`src/source/conv_agu_pkg.sv`:
```
package conv_agu_pkg;

    // Widths that carry a meaning
    typedef logic [11:0] addr_t;    // Feature-map word address, wraps at 4096
    typedef logic [7:0]  cnt_t;     // Loop counts and loop limits
    typedef logic [3:0]  part_t;    // Part index
    typedef logic [3:0]  ker_t;     // Kernel size and kernel row/column
    typedef logic [1:0]  stride_t;  // Convolution stride

    // FIFO word, MSB first
    // {first_part, last_part, ker_col[3:0], input_col[11:0], base_addr[11:0]}
    typedef logic [29:0] entry_t;

    typedef enum logic [1:0] {
        KER_IDLE,       // Wait for a settled kernel-row address
        KER_COL_EN,     // One kernel column per cycle
        KER_ROW_INC     // Bubble between kernel rows
    } ker_state_e;

    localparam int PE_COLS    = 7;  // PE columns covered by one part
    localparam int PIPE_DEPTH = 3;  // Loop strobe to settled kernel-row address

    localparam int FIFO_DEPTH = 16;
    localparam int FIFO_AW    = $clog2(FIFO_DEPTH);
    localparam int FIFO_AFULL = FIFO_DEPTH - 2;  // Leaves room for the write in flight

    typedef logic [FIFO_AW-1:0] fifo_ptr_t;
    typedef logic [FIFO_AW:0]   fifo_cnt_t;

endpackage

```
`src/source/conv_agu_cfg.sv`:
```
module conv_agu_cfg (
    input  logic                    i_clk,
    input  logic                    i_rst_n,
    input  logic                    i_start_req,
    input  conv_agu_pkg::addr_t     i_start_addr,
    input  conv_agu_pkg::cnt_t      i_in_piece_num,
    input  conv_agu_pkg::cnt_t      i_out_piece_num,
    input  conv_agu_pkg::cnt_t      i_out_y_len,
    input  conv_agu_pkg::cnt_t      i_part_num,
    input  conv_agu_pkg::cnt_t      i_in_x_len,
    input  conv_agu_pkg::stride_t   i_stride,
    input  conv_agu_pkg::ker_t      i_kernel,
    input  logic                    i_job_done,
    input  logic                    i_fifo_empty,
    output logic                    o_start_ack,
    output logic                    o_start,
    output conv_agu_pkg::cnt_t      o_in_piece_num,
    output conv_agu_pkg::cnt_t      o_out_piece_num,
    output conv_agu_pkg::cnt_t      o_out_y_len,
    output conv_agu_pkg::cnt_t      o_part_num,
    output conv_agu_pkg::cnt_t      o_in_x_len,
    output conv_agu_pkg::ker_t      o_kernel,
    output conv_agu_pkg::addr_t     o_start_addr,
    output conv_agu_pkg::addr_t     o_one_line_size,
    output conv_agu_pkg::addr_t     o_stride_line_size,
    output conv_agu_pkg::addr_t     o_part_stride
);

    typedef enum logic [1:0] {
        ST_IDLE,    // Waiting for req
        ST_BUSY,    // Job running
        ST_ACK      // Ack high until req drops
    } cfg_state_e;

    cfg_state_e          state;
    logic                capture;
    conv_agu_pkg::addr_t line_prod;     // One input line modulo 4096

    assign capture     = (state == ST_IDLE) && i_start_req;
    assign line_prod   = i_in_x_len * i_in_piece_num;
    assign o_start_ack = (state == ST_ACK);

    // ------------------------------------------------------------------------
    // Four-phase job handshake
    // ------------------------------------------------------------------------
    always_ff @(posedge i_clk or negedge i_rst_n) begin
        if (!i_rst_n) begin
            state   <= ST_IDLE;
            o_start <= 1'b0;
        end else begin
            o_start <= capture;     // One-cycle strobe after capture
            case (state)
                ST_IDLE: if (i_start_req) state <= ST_BUSY;
                // Done flag is stale while start is still high
                ST_BUSY: if (!o_start && i_job_done && i_fifo_empty) state <= ST_ACK;
                ST_ACK:  if (!i_start_req) state <= ST_IDLE;
                default: state <= ST_IDLE;
            endcase
        end
    end

    // Job parameters and derived sizes taken once per job
    always_ff @(posedge i_clk) begin
        if (capture) begin
            o_start_addr       <= i_start_addr;
            o_in_piece_num     <= i_in_piece_num;
            o_out_piece_num    <= i_out_piece_num;
            o_out_y_len        <= i_out_y_len;
            o_part_num         <= i_part_num;
            o_in_x_len         <= i_in_x_len;
            o_kernel           <= i_kernel;
            o_one_line_size    <= line_prod;
            o_stride_line_size <= line_prod * conv_agu_pkg::addr_t'(i_stride);
            o_part_stride      <= conv_agu_pkg::addr_t'(conv_agu_pkg::PE_COLS)
                                  * conv_agu_pkg::addr_t'(i_stride);
        end
    end

endmodule

```
`src/source/conv_agu_loop_ctrl.sv`:
```
module conv_agu_loop_ctrl (
    input  logic                i_clk,
    input  logic                i_rst_n,
    input  logic                i_start,
    input  conv_agu_pkg::cnt_t  i_in_piece_num,
    input  conv_agu_pkg::cnt_t  i_out_piece_num,
    input  conv_agu_pkg::cnt_t  i_out_y_len,
    input  conv_agu_pkg::cnt_t  i_part_num,
    input  conv_agu_pkg::ker_t  i_kernel,
    input  logic                i_addr_ready,
    input  logic                i_fifo_afull,
    output logic                o_piece_step,
    output logic                o_part_step,
    output logic                o_part_wrap,
    output logic                o_row_step,
    output logic                o_ker_row_step,
    output logic                o_issue,
    output conv_agu_pkg::ker_t  o_ker_col,
    output logic                o_first_part,
    output logic                o_last_part,
    output logic                o_job_done
);

    conv_agu_pkg::ker_state_e state;

    conv_agu_pkg::cnt_t  row_cnt;       // Output row
    conv_agu_pkg::cnt_t  opiece_cnt;    // Output piece
    conv_agu_pkg::part_t part_cnt;      // Column part
    conv_agu_pkg::cnt_t  ipiece_cnt;    // Input piece
    conv_agu_pkg::ker_t  krow_cnt;      // Kernel row
    conv_agu_pkg::ker_t  kcol_cnt;      // Kernel column

    logic row_end;
    logic opiece_end;
    logic part_end;
    logic ipiece_end;
    logic krow_end;
    logic kcol_end;
    logic col_en;
    logic col_wrap;
    logic job_end;
    logic busy;         // Set by start, cleared on the final issue
    logic done_pend;    // Final issue seen, its FIFO write still in flight

    // Last value of each loop
    assign row_end    = (row_cnt + 8'd1) == i_out_y_len;
    assign opiece_end = (opiece_cnt + 8'd1) == i_out_piece_num;
    assign part_end   = (conv_agu_pkg::cnt_t'(part_cnt) + 8'd1) == i_part_num;
    assign ipiece_end = (ipiece_cnt + 8'd1) == i_in_piece_num;
    assign krow_end   = (krow_cnt + 4'd1) == i_kernel;
    assign kcol_end   = (kcol_cnt + 4'd1) == i_kernel;

    // ------------------------------------------------------------------------
    // Issue and loop strobes, each outer loop steps on the inner wrap
    // ------------------------------------------------------------------------
    assign col_en         = (state == conv_agu_pkg::KER_COL_EN) && !i_fifo_afull;
    assign col_wrap       = col_en && kcol_end;
    assign o_piece_step   = col_wrap && krow_end;   // Last column of the piece
    assign o_ker_row_step = col_wrap && !krow_end;
    assign o_part_step    = o_piece_step && ipiece_end;
    assign o_part_wrap    = o_part_step && part_end;
    assign o_row_step     = o_part_wrap && opiece_end;
    assign job_end        = o_row_step && row_end;

    assign o_issue      = col_en;
    assign o_ker_col    = kcol_cnt;
    assign o_first_part = (part_cnt == '0);
    assign o_last_part  = part_end;

    always_ff @(posedge i_clk or negedge i_rst_n) begin
        if (!i_rst_n) begin
            row_cnt    <= '0;
            opiece_cnt <= '0;
            part_cnt   <= '0;
            ipiece_cnt <= '0;
            krow_cnt   <= '0;
            kcol_cnt   <= '0;
        end else if (i_start) begin
            row_cnt    <= '0;
            opiece_cnt <= '0;
            part_cnt   <= '0;
            ipiece_cnt <= '0;
            krow_cnt   <= '0;
            kcol_cnt   <= '0;
        end else begin   // All hold while the FIFO is almost full
            if (col_en)       kcol_cnt   <= kcol_end ? '0 : kcol_cnt + 4'd1;
            if (col_wrap)     krow_cnt   <= krow_end ? '0 : krow_cnt + 4'd1;
            if (o_piece_step) ipiece_cnt <= ipiece_end ? '0 : ipiece_cnt + 8'd1;
            if (o_part_step)  part_cnt   <= part_end ? '0 : part_cnt + 4'd1;
            if (o_part_wrap)  opiece_cnt <= opiece_end ? '0 : opiece_cnt + 8'd1;
            if (o_row_step)   row_cnt    <= row_end ? '0 : row_cnt + 8'd1;
        end
    end

    // Done trails the final issue so its entry is in the FIFO first
    always_ff @(posedge i_clk or negedge i_rst_n) begin
        if (!i_rst_n) begin
            busy       <= 1'b0;
            done_pend  <= 1'b0;
            o_job_done <= 1'b0;
        end else begin
            done_pend <= job_end;
            if (i_start) begin
                busy       <= 1'b1;
                o_job_done <= 1'b0;
            end else begin
                if (job_end)   busy       <= 1'b0;
                if (done_pend) o_job_done <= 1'b1;
            end
        end
    end

    // Kernel FSM
    always_ff @(posedge i_clk or negedge i_rst_n) begin
        if (!i_rst_n) begin
            state <= conv_agu_pkg::KER_IDLE;
        end else begin
            case (state)
                conv_agu_pkg::KER_IDLE:
                    if (i_addr_ready && busy) state <= conv_agu_pkg::KER_COL_EN;
                conv_agu_pkg::KER_COL_EN:
                    if (col_wrap) state <= conv_agu_pkg::KER_ROW_INC;
                conv_agu_pkg::KER_ROW_INC:   // Row counter already wrapped after the last row
                    state <= (krow_cnt == '0) ? conv_agu_pkg::KER_IDLE
                                              : conv_agu_pkg::KER_COL_EN;
                default:
                    state <= conv_agu_pkg::KER_IDLE;
            endcase
        end
    end

endmodule

```
`src/source/conv_agu_addr_pipe.sv`:
```
module conv_agu_addr_pipe (
    input  logic                  i_clk,
    input  logic                  i_rst_n,
    input  logic                  i_start,
    input  logic                  i_piece_step,
    input  logic                  i_part_step,
    input  logic                  i_part_wrap,
    input  logic                  i_row_step,
    input  logic                  i_ker_row_step,
    input  logic                  i_issue,
    input  conv_agu_pkg::ker_t    i_ker_col,
    input  logic                  i_first_part,
    input  logic                  i_last_part,
    input  conv_agu_pkg::addr_t   i_start_addr,
    input  conv_agu_pkg::cnt_t    i_in_x_len,
    input  conv_agu_pkg::addr_t   i_one_line_size,
    input  conv_agu_pkg::addr_t   i_stride_line_size,
    input  conv_agu_pkg::addr_t   i_part_stride,
    output logic                  o_addr_ready,
    output logic                  o_wr_en,
    output conv_agu_pkg::entry_t  o_wr_data
);

    // Strobe delay lines, bit n feeds stage n+1
    logic [conv_agu_pkg::PIPE_DEPTH-1:0] start_d;
    logic [conv_agu_pkg::PIPE_DEPTH-1:0] piece_d;
    logic [1:0]                          row_d;
    logic [1:0]                          part_d;
    logic                                wrap_d;

    conv_agu_pkg::addr_t line_addr;     // start + r * stride_line_size
    conv_agu_pkg::addr_t part_off;      // p * part_stride
    conv_agu_pkg::addr_t piece_addr;    // line + part + q * in_x_len
    conv_agu_pkg::addr_t krow_addr;     // piece + kr * one_line_size

    conv_agu_pkg::addr_t e_base;
    conv_agu_pkg::addr_t e_col;
    conv_agu_pkg::ker_t  e_kcol;
    logic                e_first;
    logic                e_last;

    always_ff @(posedge i_clk or negedge i_rst_n) begin
        if (!i_rst_n) begin
            start_d <= '0;
            piece_d <= '0;
            row_d   <= '0;
            part_d  <= '0;
            wrap_d  <= 1'b0;
            o_wr_en <= 1'b0;
        end else begin
            start_d <= {start_d[conv_agu_pkg::PIPE_DEPTH-2:0], i_start};
            piece_d <= {piece_d[conv_agu_pkg::PIPE_DEPTH-2:0], i_piece_step};
            row_d   <= {row_d[0], i_row_step};
            part_d  <= {part_d[0], i_part_step};
            wrap_d  <= i_part_wrap;
            o_wr_en <= i_issue;     // Write one cycle after issue
        end
    end

    // Kernel-row address is settled at the edge that ends this cycle
    assign o_addr_ready = start_d[conv_agu_pkg::PIPE_DEPTH-1]
                        | piece_d[conv_agu_pkg::PIPE_DEPTH-1];

    // ------------------------------------------------------------------------
    // Address stages
    // ------------------------------------------------------------------------
    always_ff @(posedge i_clk) begin
        // Stage 1
        if (start_d[0])    line_addr <= i_start_addr;
        else if (row_d[0]) line_addr <= line_addr + i_stride_line_size;

        if (start_d[0] || wrap_d) part_off <= '0;
        else if (part_d[0])       part_off <= part_off + i_part_stride;

        // Stage 2, a new row or part restarts from input piece 0
        if (start_d[1] || row_d[1] || part_d[1])
            piece_addr <= line_addr + part_off;
        else if (piece_d[1])
            piece_addr <= piece_addr + conv_agu_pkg::addr_t'(i_in_x_len);

        // Stage 3
        if (start_d[2] || piece_d[2]) krow_addr <= piece_addr;
        else if (i_ker_row_step)      krow_addr <= krow_addr + i_one_line_size;
    end

    // Entry register
    always_ff @(posedge i_clk) begin
        if (i_issue) begin
            e_base  <= krow_addr + conv_agu_pkg::addr_t'(i_ker_col);
            e_col   <= part_off + conv_agu_pkg::addr_t'(i_ker_col);
            e_kcol  <= i_ker_col;
            e_first <= i_first_part;
            e_last  <= i_last_part;
        end
    end

    assign o_wr_data = {e_first, e_last, e_kcol, e_col, e_base};

endmodule

```
`src/source/conv_agu_fifo.sv`:
```
module conv_agu_fifo (
    input  logic                  i_clk,
    input  logic                  i_rst_n,
    input  logic                  i_wr_en,
    input  conv_agu_pkg::entry_t  i_wr_data,
    input  logic                  i_rd_en,
    output conv_agu_pkg::entry_t  o_rd_data,
    output logic                  o_empty,
    output logic                  o_afull
);

    conv_agu_pkg::entry_t    mem [conv_agu_pkg::FIFO_DEPTH];
    conv_agu_pkg::fifo_ptr_t wr_ptr;
    conv_agu_pkg::fifo_ptr_t rd_ptr;
    conv_agu_pkg::fifo_cnt_t count;
    logic                    rd_ok;

    assign rd_ok     = i_rd_en && !o_empty;     // Read on empty is ignored
    assign o_empty   = (count == '0);
    assign o_afull   = (count >= conv_agu_pkg::fifo_cnt_t'(conv_agu_pkg::FIFO_AFULL));
    assign o_rd_data = mem[rd_ptr];             // Show-ahead head entry

    always_ff @(posedge i_clk) begin
        if (i_wr_en) mem[wr_ptr] <= i_wr_data;
    end

    // Pointers wrap on their own, depth is a power of two
    always_ff @(posedge i_clk or negedge i_rst_n) begin
        if (!i_rst_n) begin
            wr_ptr <= '0;
            rd_ptr <= '0;
            count  <= '0;
        end else begin
            if (i_wr_en) wr_ptr <= wr_ptr + conv_agu_pkg::fifo_ptr_t'(1);
            if (rd_ok)   rd_ptr <= rd_ptr + conv_agu_pkg::fifo_ptr_t'(1);
            case ({i_wr_en, rd_ok})
                2'b10:   count <= count + conv_agu_pkg::fifo_cnt_t'(1);
                2'b01:   count <= count - conv_agu_pkg::fifo_cnt_t'(1);
                default: count <= count;   // Both or neither
            endcase
        end
    end

endmodule

```
`src/source/conv_agu_top.sv`:
```
module conv_agu_top (
    input  logic                    i_clk,
    input  logic                    i_rst_n,
    input  logic                    i_start_req,
    input  conv_agu_pkg::addr_t     i_start_addr,
    input  conv_agu_pkg::cnt_t      i_in_piece_num,
    input  conv_agu_pkg::cnt_t      i_out_piece_num,
    input  conv_agu_pkg::cnt_t      i_out_y_len,
    input  conv_agu_pkg::cnt_t      i_part_num,
    input  conv_agu_pkg::cnt_t      i_in_x_len,
    input  conv_agu_pkg::stride_t   i_stride,
    input  conv_agu_pkg::ker_t      i_kernel,
    output logic                    o_start_ack,
    input  logic                    i_rd_en,
    output logic                    o_valid,
    output conv_agu_pkg::addr_t     o_base_addr,
    output conv_agu_pkg::addr_t     o_input_col,
    output conv_agu_pkg::ker_t      o_ker_col,
    output logic                    o_first_part,
    output logic                    o_last_part
);

    // Job configuration
    logic                start;
    conv_agu_pkg::cnt_t  in_piece_num;
    conv_agu_pkg::cnt_t  out_piece_num;
    conv_agu_pkg::cnt_t  out_y_len;
    conv_agu_pkg::cnt_t  part_num;
    conv_agu_pkg::cnt_t  in_x_len;
    conv_agu_pkg::ker_t  kernel;
    conv_agu_pkg::addr_t start_addr;
    conv_agu_pkg::addr_t one_line_size;
    conv_agu_pkg::addr_t stride_line_size;
    conv_agu_pkg::addr_t part_stride;

    // Loop strobes and issue
    logic               piece_step;
    logic               part_step;
    logic               part_wrap;
    logic               row_step;
    logic               ker_row_step;
    logic               issue;
    conv_agu_pkg::ker_t ker_col;
    logic               first_part;
    logic               last_part;
    logic               job_done;
    logic               addr_ready;

    // FIFO
    logic                 wr_en;
    conv_agu_pkg::entry_t wr_data;
    conv_agu_pkg::entry_t head;
    logic                 fifo_empty;
    logic                 fifo_afull;

    conv_agu_cfg u_cfg (
        .i_clk              (i_clk),
        .i_rst_n            (i_rst_n),
        .i_start_req        (i_start_req),
        .i_start_addr       (i_start_addr),
        .i_in_piece_num     (i_in_piece_num),
        .i_out_piece_num    (i_out_piece_num),
        .i_out_y_len        (i_out_y_len),
        .i_part_num         (i_part_num),
        .i_in_x_len         (i_in_x_len),
        .i_stride           (i_stride),
        .i_kernel           (i_kernel),
        .i_job_done         (job_done),
        .i_fifo_empty       (fifo_empty),
        .o_start_ack        (o_start_ack),
        .o_start            (start),
        .o_in_piece_num     (in_piece_num),
        .o_out_piece_num    (out_piece_num),
        .o_out_y_len        (out_y_len),
        .o_part_num         (part_num),
        .o_in_x_len         (in_x_len),
        .o_kernel           (kernel),
        .o_start_addr       (start_addr),
        .o_one_line_size    (one_line_size),
        .o_stride_line_size (stride_line_size),
        .o_part_stride      (part_stride)
    );

    conv_agu_loop_ctrl u_loop_ctrl (
        .i_clk           (i_clk),
        .i_rst_n         (i_rst_n),
        .i_start         (start),
        .i_in_piece_num  (in_piece_num),
        .i_out_piece_num (out_piece_num),
        .i_out_y_len     (out_y_len),
        .i_part_num      (part_num),
        .i_kernel        (kernel),
        .i_addr_ready    (addr_ready),
        .i_fifo_afull    (fifo_afull),
        .o_piece_step    (piece_step),
        .o_part_step     (part_step),
        .o_part_wrap     (part_wrap),
        .o_row_step      (row_step),
        .o_ker_row_step  (ker_row_step),
        .o_issue         (issue),
        .o_ker_col       (ker_col),
        .o_first_part    (first_part),
        .o_last_part     (last_part),
        .o_job_done      (job_done)
    );

    conv_agu_addr_pipe u_addr_pipe (
        .i_clk              (i_clk),
        .i_rst_n            (i_rst_n),
        .i_start            (start),
        .i_piece_step       (piece_step),
        .i_part_step        (part_step),
        .i_part_wrap        (part_wrap),
        .i_row_step         (row_step),
        .i_ker_row_step     (ker_row_step),
        .i_issue            (issue),
        .i_ker_col          (ker_col),
        .i_first_part       (first_part),
        .i_last_part        (last_part),
        .i_start_addr       (start_addr),
        .i_in_x_len         (in_x_len),
        .i_one_line_size    (one_line_size),
        .i_stride_line_size (stride_line_size),
        .i_part_stride      (part_stride),
        .o_addr_ready       (addr_ready),
        .o_wr_en            (wr_en),
        .o_wr_data          (wr_data)
    );

    conv_agu_fifo u_fifo (
        .i_clk     (i_clk),
        .i_rst_n   (i_rst_n),
        .i_wr_en   (wr_en),
        .i_wr_data (wr_data),
        .i_rd_en   (i_rd_en),
        .o_rd_data (head),
        .o_empty   (fifo_empty),
        .o_afull   (fifo_afull)
    );

    // Head entry fields
    assign o_valid      = !fifo_empty;
    assign o_first_part = head[29];
    assign o_last_part  = head[28];
    assign o_ker_col    = head[27:24];
    assign o_input_col  = head[23:12];
    assign o_base_addr  = head[11:0];

endmodule

```
`config.mk`:
```
export PLATFORM = sky130hd
export DESIGN_NAME = conv_agu_top
export DESIGN_NICKNAME = d
export VERILOG_FILES = /design/src/source/conv_agu_pkg.sv /design/src/source/conv_agu_cfg.sv /design/src/source/conv_agu_loop_ctrl.sv /design/src/source/conv_agu_addr_pipe.sv /design/src/source/conv_agu_fifo.sv /design/src/source/conv_agu_top.sv
export SDC_FILE = /design/constraint.sdc
export NUM_CORES = 1
export LEC_CHECK = 0
export BUFFER_PORTS_ARGS = -buffer_cell sky130_fd_sc_hd__buf_2
export CAP_MARGIN = 20
export CORE_UTILIZATION = 65
export CTS_CLUSTER_SIZE = 30
export DETAILED_ROUTE_END_ITERATION = 8
export MAX_ROUTING_LAYER = met4
export PLACE_DENSITY = 0.86
export SYNTH_ARGS = -nofsm -noshare
export SYNTH_HDL_FRONTEND = slang
export SYNTH_SLANG_ARGS = --single-unit
```
`constraint.sdc`:
```
create_clock -name i_clk -period 11 [get_ports i_clk]
set_clock_uncertainty 0.1 [all_clocks]
set_input_delay 0 -clock i_clk [delete_from_list [all_inputs] [get_ports i_clk]]
set_output_delay 0 -clock i_clk [all_outputs]
set_load 0.02 [all_outputs]
```
==> results of run 1 <==
==> cell usage after synthesis, types with 7 or more instances <==
| cell | n |
|---|---|
| o21ai_0 | 68 |
| a22oi_1 | 7 |
| nor2_1 | 83 |
| nor4_1 | 10 |
| o31ai_1 | 10 |
| clkbuf_1 | 48 |
| mux2i_1 | 14 |
| and2_1 | 61 |
| mux4_2 | 150 |
| nor2b_1 | 23 |
| xnor2_1 | 97 |
| nand2b_1 | 27 |
| and3_1 | 7 |
| buf_1 | 12 |
| o21a_1 | 12 |
| a21o_1 | 16 |
| xor2_1 | 47 |
| ha_1 | 107 |
| o211ai_1 | 12 |
| a21oi_1 | 71 |
| nand2_1 | 122 |
| inv_1 | 106 |
| edfxtp_1 | 631 |
| dfrtp_1 | 69 |
| fa_1 | 40 |
| nor3_1 | 28 |
| or3_1 | 10 |
| or2_2 | 11 |
| nand3_1 | 34 |
| dfxtp_1 | 12 |
==> cells by family after synthesis <==
family,after synthesis,synth area share [%]
and+or+nand+nor,445,7.02
buffers and inverters,181,2.20
AOI/OAI and AO/OA,233,4.43
adders and majority gates,147,6.62
xor gates and xnor gates,144,3.90
muxes,170,11.1
DFF,712,64.7
==> worst max-delay path: stages <==
cell and delay (ns):
dlygate4sd3_1 0.53, buf_2 0.19, nand2_1 0.11, fa_1 0.53, fa_1 0.58, fa_1 0.45, fa_1 0.49, inv_1 0.04
ha_1 0.34, nand3_1 0.11, o211ai_1 0.11, or4_1 0.42, o311a_1 0.15, xor2_1 0.22, and2_1 0.19, ha_1 0.27
a21oi_1 0.17, o21ai_0 0.11, xnor2_1 0.14
==> sequential cells by signal (all words and copies together) (netlist names), 5 cells and up <==
signal                    count
u_addr_pipe.part_off         12
u_loop_ctrl.row_cnt           8
u_fifo.count                  5
u_addr_pipe.piece_addr       12
u_addr_pipe.e_base           12
u_cfg.o_in_piece_num          8
u_addr_pipe.line_addr        12
u_cfg.o_out_y_len             8
u_cfg.o_one_line_size        12
u_loop_ctrl.ipiece_cnt        8
u_addr_pipe.e_col            12
u_cfg.o_in_x_len              8
u_cfg.o_start_addr           12
u_cfg.o_out_piece_num         8
u_addr_pipe.krow_addr        12
u_fifo.mem                  480
u_cfg.o_part_stride           5
u_loop_ctrl.opiece_cnt        8
u_cfg.o_part_num              8
u_cfg.o_stride_line_size     12
==> worst paths after layout <==
kind	startpoint	to	slack, ns	cells past startpoint
max reg2reg	u_loop_ctrl.state[1]	u_loop_ctrl.busy	7.55	11
min in group asynchronous	i_rst_n	u_loop_ctrl.row_cnt[0]	0.34	3
min reg2reg	u_addr_pipe.piece_d[0]	u_addr_pipe.piece_d[1]	0.27	0
max in group asynchronous	i_rst_n	u_fifo.rd_ptr[2]	9.88	4
min	i_out_y_len[6]	u_cfg.o_out_y_len[6]	0.01	2
max	i_in_piece_num[2]	u_cfg.o_stride_line_size[11]	6.09	19
==> timing repair <==
item                      in CTS  in global routing
gates resized for setup        0                  0
hold buffers                  83                  0
hold endpoints to repair     166                  0
==> area by class of cell <==
type,instances,area (sq um)
Antenna cell,6,15.0
Sequential cell,712,20900
Multi-Input combinational cell,1139,10800
Inverter,109,415
Clock inverter,31,368
Fill cell,2690,12100
Tap cell,664,831
Clock buffer,93,1970
Timing Repair Buffer,202,1500
==> metrics by stage <==
step | utilization [%] | cell area, sq um | setup slack [ns] | total power, W | instances
global placement | 68.8 | 33700 | 6.19 | 0.00560 | 2743
global route | 75.3 | 36900 | 5.84 | 0.00850 | 2956
finish | 75.3 | 36900 | 6.09 | 0.00822 | 2956
detailed placement | 68.8 | 33700 | 6.03 | 0.00574 | 2743
CTS | 75.3 | 36800 | 6.13 | 0.00824 | 2950
floorplan | - | 32300 | 3.49 | 0.00507 | 2032
==> routing by layer <==
| metal | up-vias | track usage [%] |
|---|---|---|
| met5 | - | - |
| met4 | 0 | 13.9 |
| met3 | 216 | 5.15 |
| met2 | 1090 | 57.9 |
| met1 | 9598 | 39.2 |
| li1 | 8080 | - |
==> power by group through the flow <==
| stage | sequential, W | clock (W) | combinational (W) |
|---|---|---|---|
| 6_report | 0.00361 | 0.00246 | 0.00215 |
| 3_3_place_gp | 0.00360 | 0 | 0.00200 |
| 2_1_floorplan | 0.00346 | 0 | 0.00160 |
| 3_5_place_dp | 0.00364 | 0 | 0.00210 |
| 5_1_grt | 0.00363 | 0.00257 | 0.00230 |
| 4_1_cts | 0.00360 | 0.00248 | 0.00217 |
==> run summary, run 1 <==
Layout cell share with drive strength beyond 1 -> 18.8%
Highest clock rate -> 204 MHz
CTS Buf Count -> 70
Slew headroom -> 30.6%
Clock power share -> 30.0%
Largest net degree at the start of global routing -> 64
Comb pwr share -> 26.2%
Worst-path clk slew -> 0.07 ns
Die Ht -> 225 um
I/O pin total -> 94
CP endpoint kind -> flop
Flop pwr share -> 43.9%
Peak VDD IR -> 0.170 mV
Core Area -> 49000 sq um
Synth-to-layout area growth -> 14.0%
Number of remaining DRC errors -> 0
WL/cell -> 26.8 um
CTS Sinks -> 712
Status -> complete, no violations
Cells after Synth -> 2032
Post-Syn Area -> 32300 sq um
H-tree depth -> 3
CTS tree -> yes
Wire length of the first global-routing pass -> 119 mm
Drt via density -> 6.42
CP Max Fanout -> 9
Sw power -> 0.00247 W
Total Wirelength -> 79.3 mm
Period minus WS final -> 4.91 ns
Clock latency on the worst-skew pair -> 0.61 ns
Synth Register Bits -> 712
Cell accounting for the most synthesized area -> edfxtp_1
Initial antenna violation count -> 6
Nets -> 2443
Max-capacitance violation count -> 0
DR pass1 iterations -> 6
Syn_nets -> 2241
Startpoint Class -> input port
GPL Wtd Cong -> 0.843
Max-slew violations -> 0
Number of flops mapped to enable cells by yosys -> 631
Unrepaired setup endpoints after global routing -> false
Total die area -> 50600 sq um
Setup Crit Path Kind -> input port to flop
Fin crit share -> 44.6%
Worst slew pin tran -> 1.04 ns
Top cells by area, synth -> edfxtp_1 (59%), mux4_2 (10%), dfrtp_1 (5.3%)
Synth top area share -> 58.6%
Fin. Hold Viols -> 0
Max clock buf depth -> 3
Sw frac -> 30.0%
DR top layer -> met4
Vias in the first global route -> 19626
DIE WIDTH -> 225 um
Synth Flop Type -> edfxtp_1
Internal power -> 0.00575 W
Overall routing resource usage -> 33.5%
Hold crit path type -> input port to flop
Seq/Total Area, Yosys -> 64.7%
# port buffers -> 93
Commonest non-fill, non-tap cell in the layout -> edfxtp_1
Asr flop ratio synth -> 9.69%
Detailed placement HPWL -> 44.7 mm
Crit path required time -> 11.26 ns
Hold_ws -> 0.0147 ns
WP data arrival -> 5.17 ns
Final ANT Viol Nets -> 0
# rows -> 81
Leading cell types in the layout, fill and taps excluded -> edfxtp_1 (631), mux4_2 (150), nand2_1 (122)
Via count -> 18984
Power per cell area -> 223 nW/um^2
Leakage -> 13.2 nW
Grt ovf -> 0
Initial drt markers -> 2166
Routed wl met2 -> 42.2 mm
CTS root buf -> clkbuf_16
Netlist cell types -> 72
Yosys warns -> 0
Post-route setup TNS -> 0 ns
Initial core utilization -> 66.0%
Average cell area after synthesis -> 15.9 sq um
Setup violations, final -> 0
M1 WL -> 27.9 mm
Post-CTS setup buffer count -> 0
Met3 routed WL -> 5.92 mm
(Power assumes the default switching activity.)
==> inputs of run 2 (changes only) <==
- CORE_UTILIZATION: 65 -> 56
- PLACE_DENSITY: 0.86 -> 0.79
- clock period: 11 -> 3.97 ns (I/O delays scaled with it)
==> run 2 against run 1 <==
  * Sequential share of layout area fell by 1.1 points
  * Global-route usage down 6.6 points
  * Routed wire length down 4.9%
  * Power grew to 2.8 times the previous value
  * Die area is 16% higher
  * Register-to-register slack got worse by 6.9 ns
  * Critical path type unchanged
==> run summary, run 2 (synthesized netlist as in run 1, its figures left out) <==
Status -> complete, no violations (unchanged)
Unrepaired setup endpoints after global routing -> true (was false)
# rows -> 87 (was 81)
Drt via density -> 5.98 (was 6.42)
Vias in the first global route -> 19461 (was 19626)
Via count -> 18605 (was 18984)
CP Max Fanout -> 7 (was 9)
H-tree depth -> 3 (unchanged)
Die Ht -> 242 um (was 225 um)
Max-slew violations -> 0 (unchanged)
Fillcell total -> 3693 (was 2690)
# placed instances -> 2898 (was 2743)
Layout cell share with drive strength beyond 1 -> 21.6% (was 18.8%)
Number of remaining DRC errors -> 0 (unchanged)
Highest clock rate -> 255 MHz
CTS Buf Count -> 71 (was 70)
Initial drt markers -> 1539 (was 2166)
Startpoint Class -> input port (unchanged)
Register area -> 20900 sq um (unchanged)
Power per cell area -> 621 nW/um^2 (was 223 nW/um^2)
WP data arrival -> 4.17 ns (was 5.17 ns)
Peak VDD IR -> 0.457 mV (was 0.170 mV)
Hold crit path type -> input port to flop (unchanged)
CTS root buf -> clkbuf_16 (unchanged)
GPL Wtd Cong -> 0.854 (was 0.843)
Overall routing resource usage -> 26.9% (was 33.5%)
Final ANT Viol Nets -> 0 (unchanged)
Max clock buf depth -> 3 (unchanged)
Largest net degree at the start of global routing -> 79 (was 64)
I/O pin total -> 94 (unchanged)
Max-capacitance violation count -> 0 (unchanged)
CTS tree -> yes (unchanged)
Clock latency on the worst-skew pair -> 0.61 ns (about the same)
Total Wirelength -> 75.4 mm (was 79.3 mm)
Detailed placement HPWL -> 45.1 mm (was 44.7 mm)
Wire length of the first global-routing pass -> 115 mm (was 119 mm)
Fin. Hold Viols -> 0 (unchanged)
Period minus WS final -> 3.92 ns
Grt ovf -> 0 (unchanged)
CP endpoint kind -> flop (unchanged)
Synth-to-layout area growth -> 16.3% (was 14.0%)
Largest register FFs -> 480 (unchanged)
Multi-input logic area -> 10900 sq um (was 10800 sq um)
# port buffers -> 93 (unchanged)
DR pass1 iterations -> 5 (was 6)
Nets -> 2505 (was 2443)
Worst slew pin tran -> 1.09 ns (was 1.04 ns)
Core Util, Final -> 66.3% (was 75.3%)
Fin crit share -> 98.6%
Initial core utilization -> 57.0% (was 66.0%)
Non-filler cells, final -> 3110 (was 2956)
Crit path required time -> 4.23 ns (was 11.26 ns)
Initial antenna violation count -> 1 (was 6)
Setup violations, final -> 0 (unchanged)
Setup Crit Path Kind -> input port to flop (unchanged)
Worst-path clk slew -> 0.06 ns (was 0.07 ns)
CTS Sinks -> 712 (unchanged)
DIE WIDTH -> 242 um (was 225 um)
Core Area -> 56700 sq um (was 49000 sq um)
Leading cell types in the layout, fill and taps excluded -> edfxtp_1 (631), mux4_2 (150), nand2_1 (122) (unchanged)
Total die area -> 58700 sq um (was 50600 sq um)
Slew headroom -> 27.6% (was 30.6%)
Reg with most FFs -> u_fifo.mem (unchanged)
Leakage -> 13.5 nW (was 13.2 nW)
Commonest non-fill, non-tap cell in the layout -> edfxtp_1 (unchanged)
WL/cell -> 24.2 um (was 26.8 um)
## run 2: cell types whose count changed in the layout (fill, tap and decap cells not counted), sizes merged
cell,previous run,this run
buf,120,182
clkbuf,93,96
clkinv,23,25
clkinvlp,0,1
diode,6,2
dlygate4sd3,82,80
## run 2: through the flow
stage	area (sq um)	setup WS (ns)	hold WS (ns)	setup TNS [ns]	power, W
floorplan	32400	-0.259	-0.396	-0.336	0.0141
global placement	34300	-0.546	0.0766	-1.81	0.0161
detailed placement	34300	-0.635	0.0748	-2.33	0.0164
CTS	37500	0.00687	0.000218	0	0.0234
global route	37600	-0.102	0.0159	-0.102	0.0242
finish	37600	0.0538	0.0194	0	0.0233
## run 2: critical path, stage by stage
cell and delay, ns:
buf_2 0.15, nand2_1 0.09, fa_1 0.50, fa_1 0.55, fa_1 0.45, fa_1 0.49, inv_1 0.06, ha_4 0.22
nand3_1 0.09, o211ai_1 0.11, or4_1 0.41, o311a_1 0.15, xor2_2 0.16, and2_4 0.17, ha_4 0.25, a21oi_2 0.11
o21ai_1 0.08, xnor2_1 0.12
## run 2: repair_timing
item	4_1_cts	5_1_grt
endpoints found under the hold margin	150	0
setup buffers	0	1
endpoints found under the setup margin	0	3
resized for setup	0	9
hold buffers	80	0
## run 2: layer usage
layer / GRT usage, % / share of wire [%]
met2: 48.0 / 55
met3: 3.07 / 5.0
met5: - / 0
met4: 8.62 / 2.6
met1: 31.9 / 38
## run 2: power breakdown
part | leakage, nW | switching [W] | total, W | internal (W)
registers | 6.69 | 0.000852 | 0.00998 | 0.00913
logic | 5.62 | 0.00323 | 0.00648 | 0.00325
clock network | 1.17 | 0.00286 | 0.00688 | 0.00402
## run 2: area by class of cell
| class | count | area share (%) |
|---|---|---|
| Tap cell | 756 | 2.52 |
| Multi-Input combinational cell | 1139 | 29.1 |
| Antenna cell | 2 | 0.0133 |
| Timing Repair Buffer | 263 | 5.28 |
| Sequential cell | 712 | 55.7 |
| Clock inverter | 34 | 1.16 |
| Inverter | 109 | 1.11 |
| Clock buffer | 95 | 5.19 |
## run 2: path summary, 6_finish.rpt
check,start,endpoint,slack (ns),cells past startpoint
worst max-delay path,i_in_x_len[3],u_cfg.o_stride_line_size[11],0.05,18
worst min register to register,u_addr_pipe.piece_d[0],u_addr_pipe.piece_d[1],0.27,0
worst max register to register,u_loop_ctrl.o_ker_col[0],u_loop_ctrl.row_cnt[1],0.69,13
max in group asynchronous,i_rst_n,u_fifo.rd_ptr[0],2.18,4
worst min-delay path,i_out_y_len[7],u_cfg.o_out_y_len[7],0.02,2
min in group asynchronous,i_rst_n,u_fifo.rd_ptr[2],0.47,3
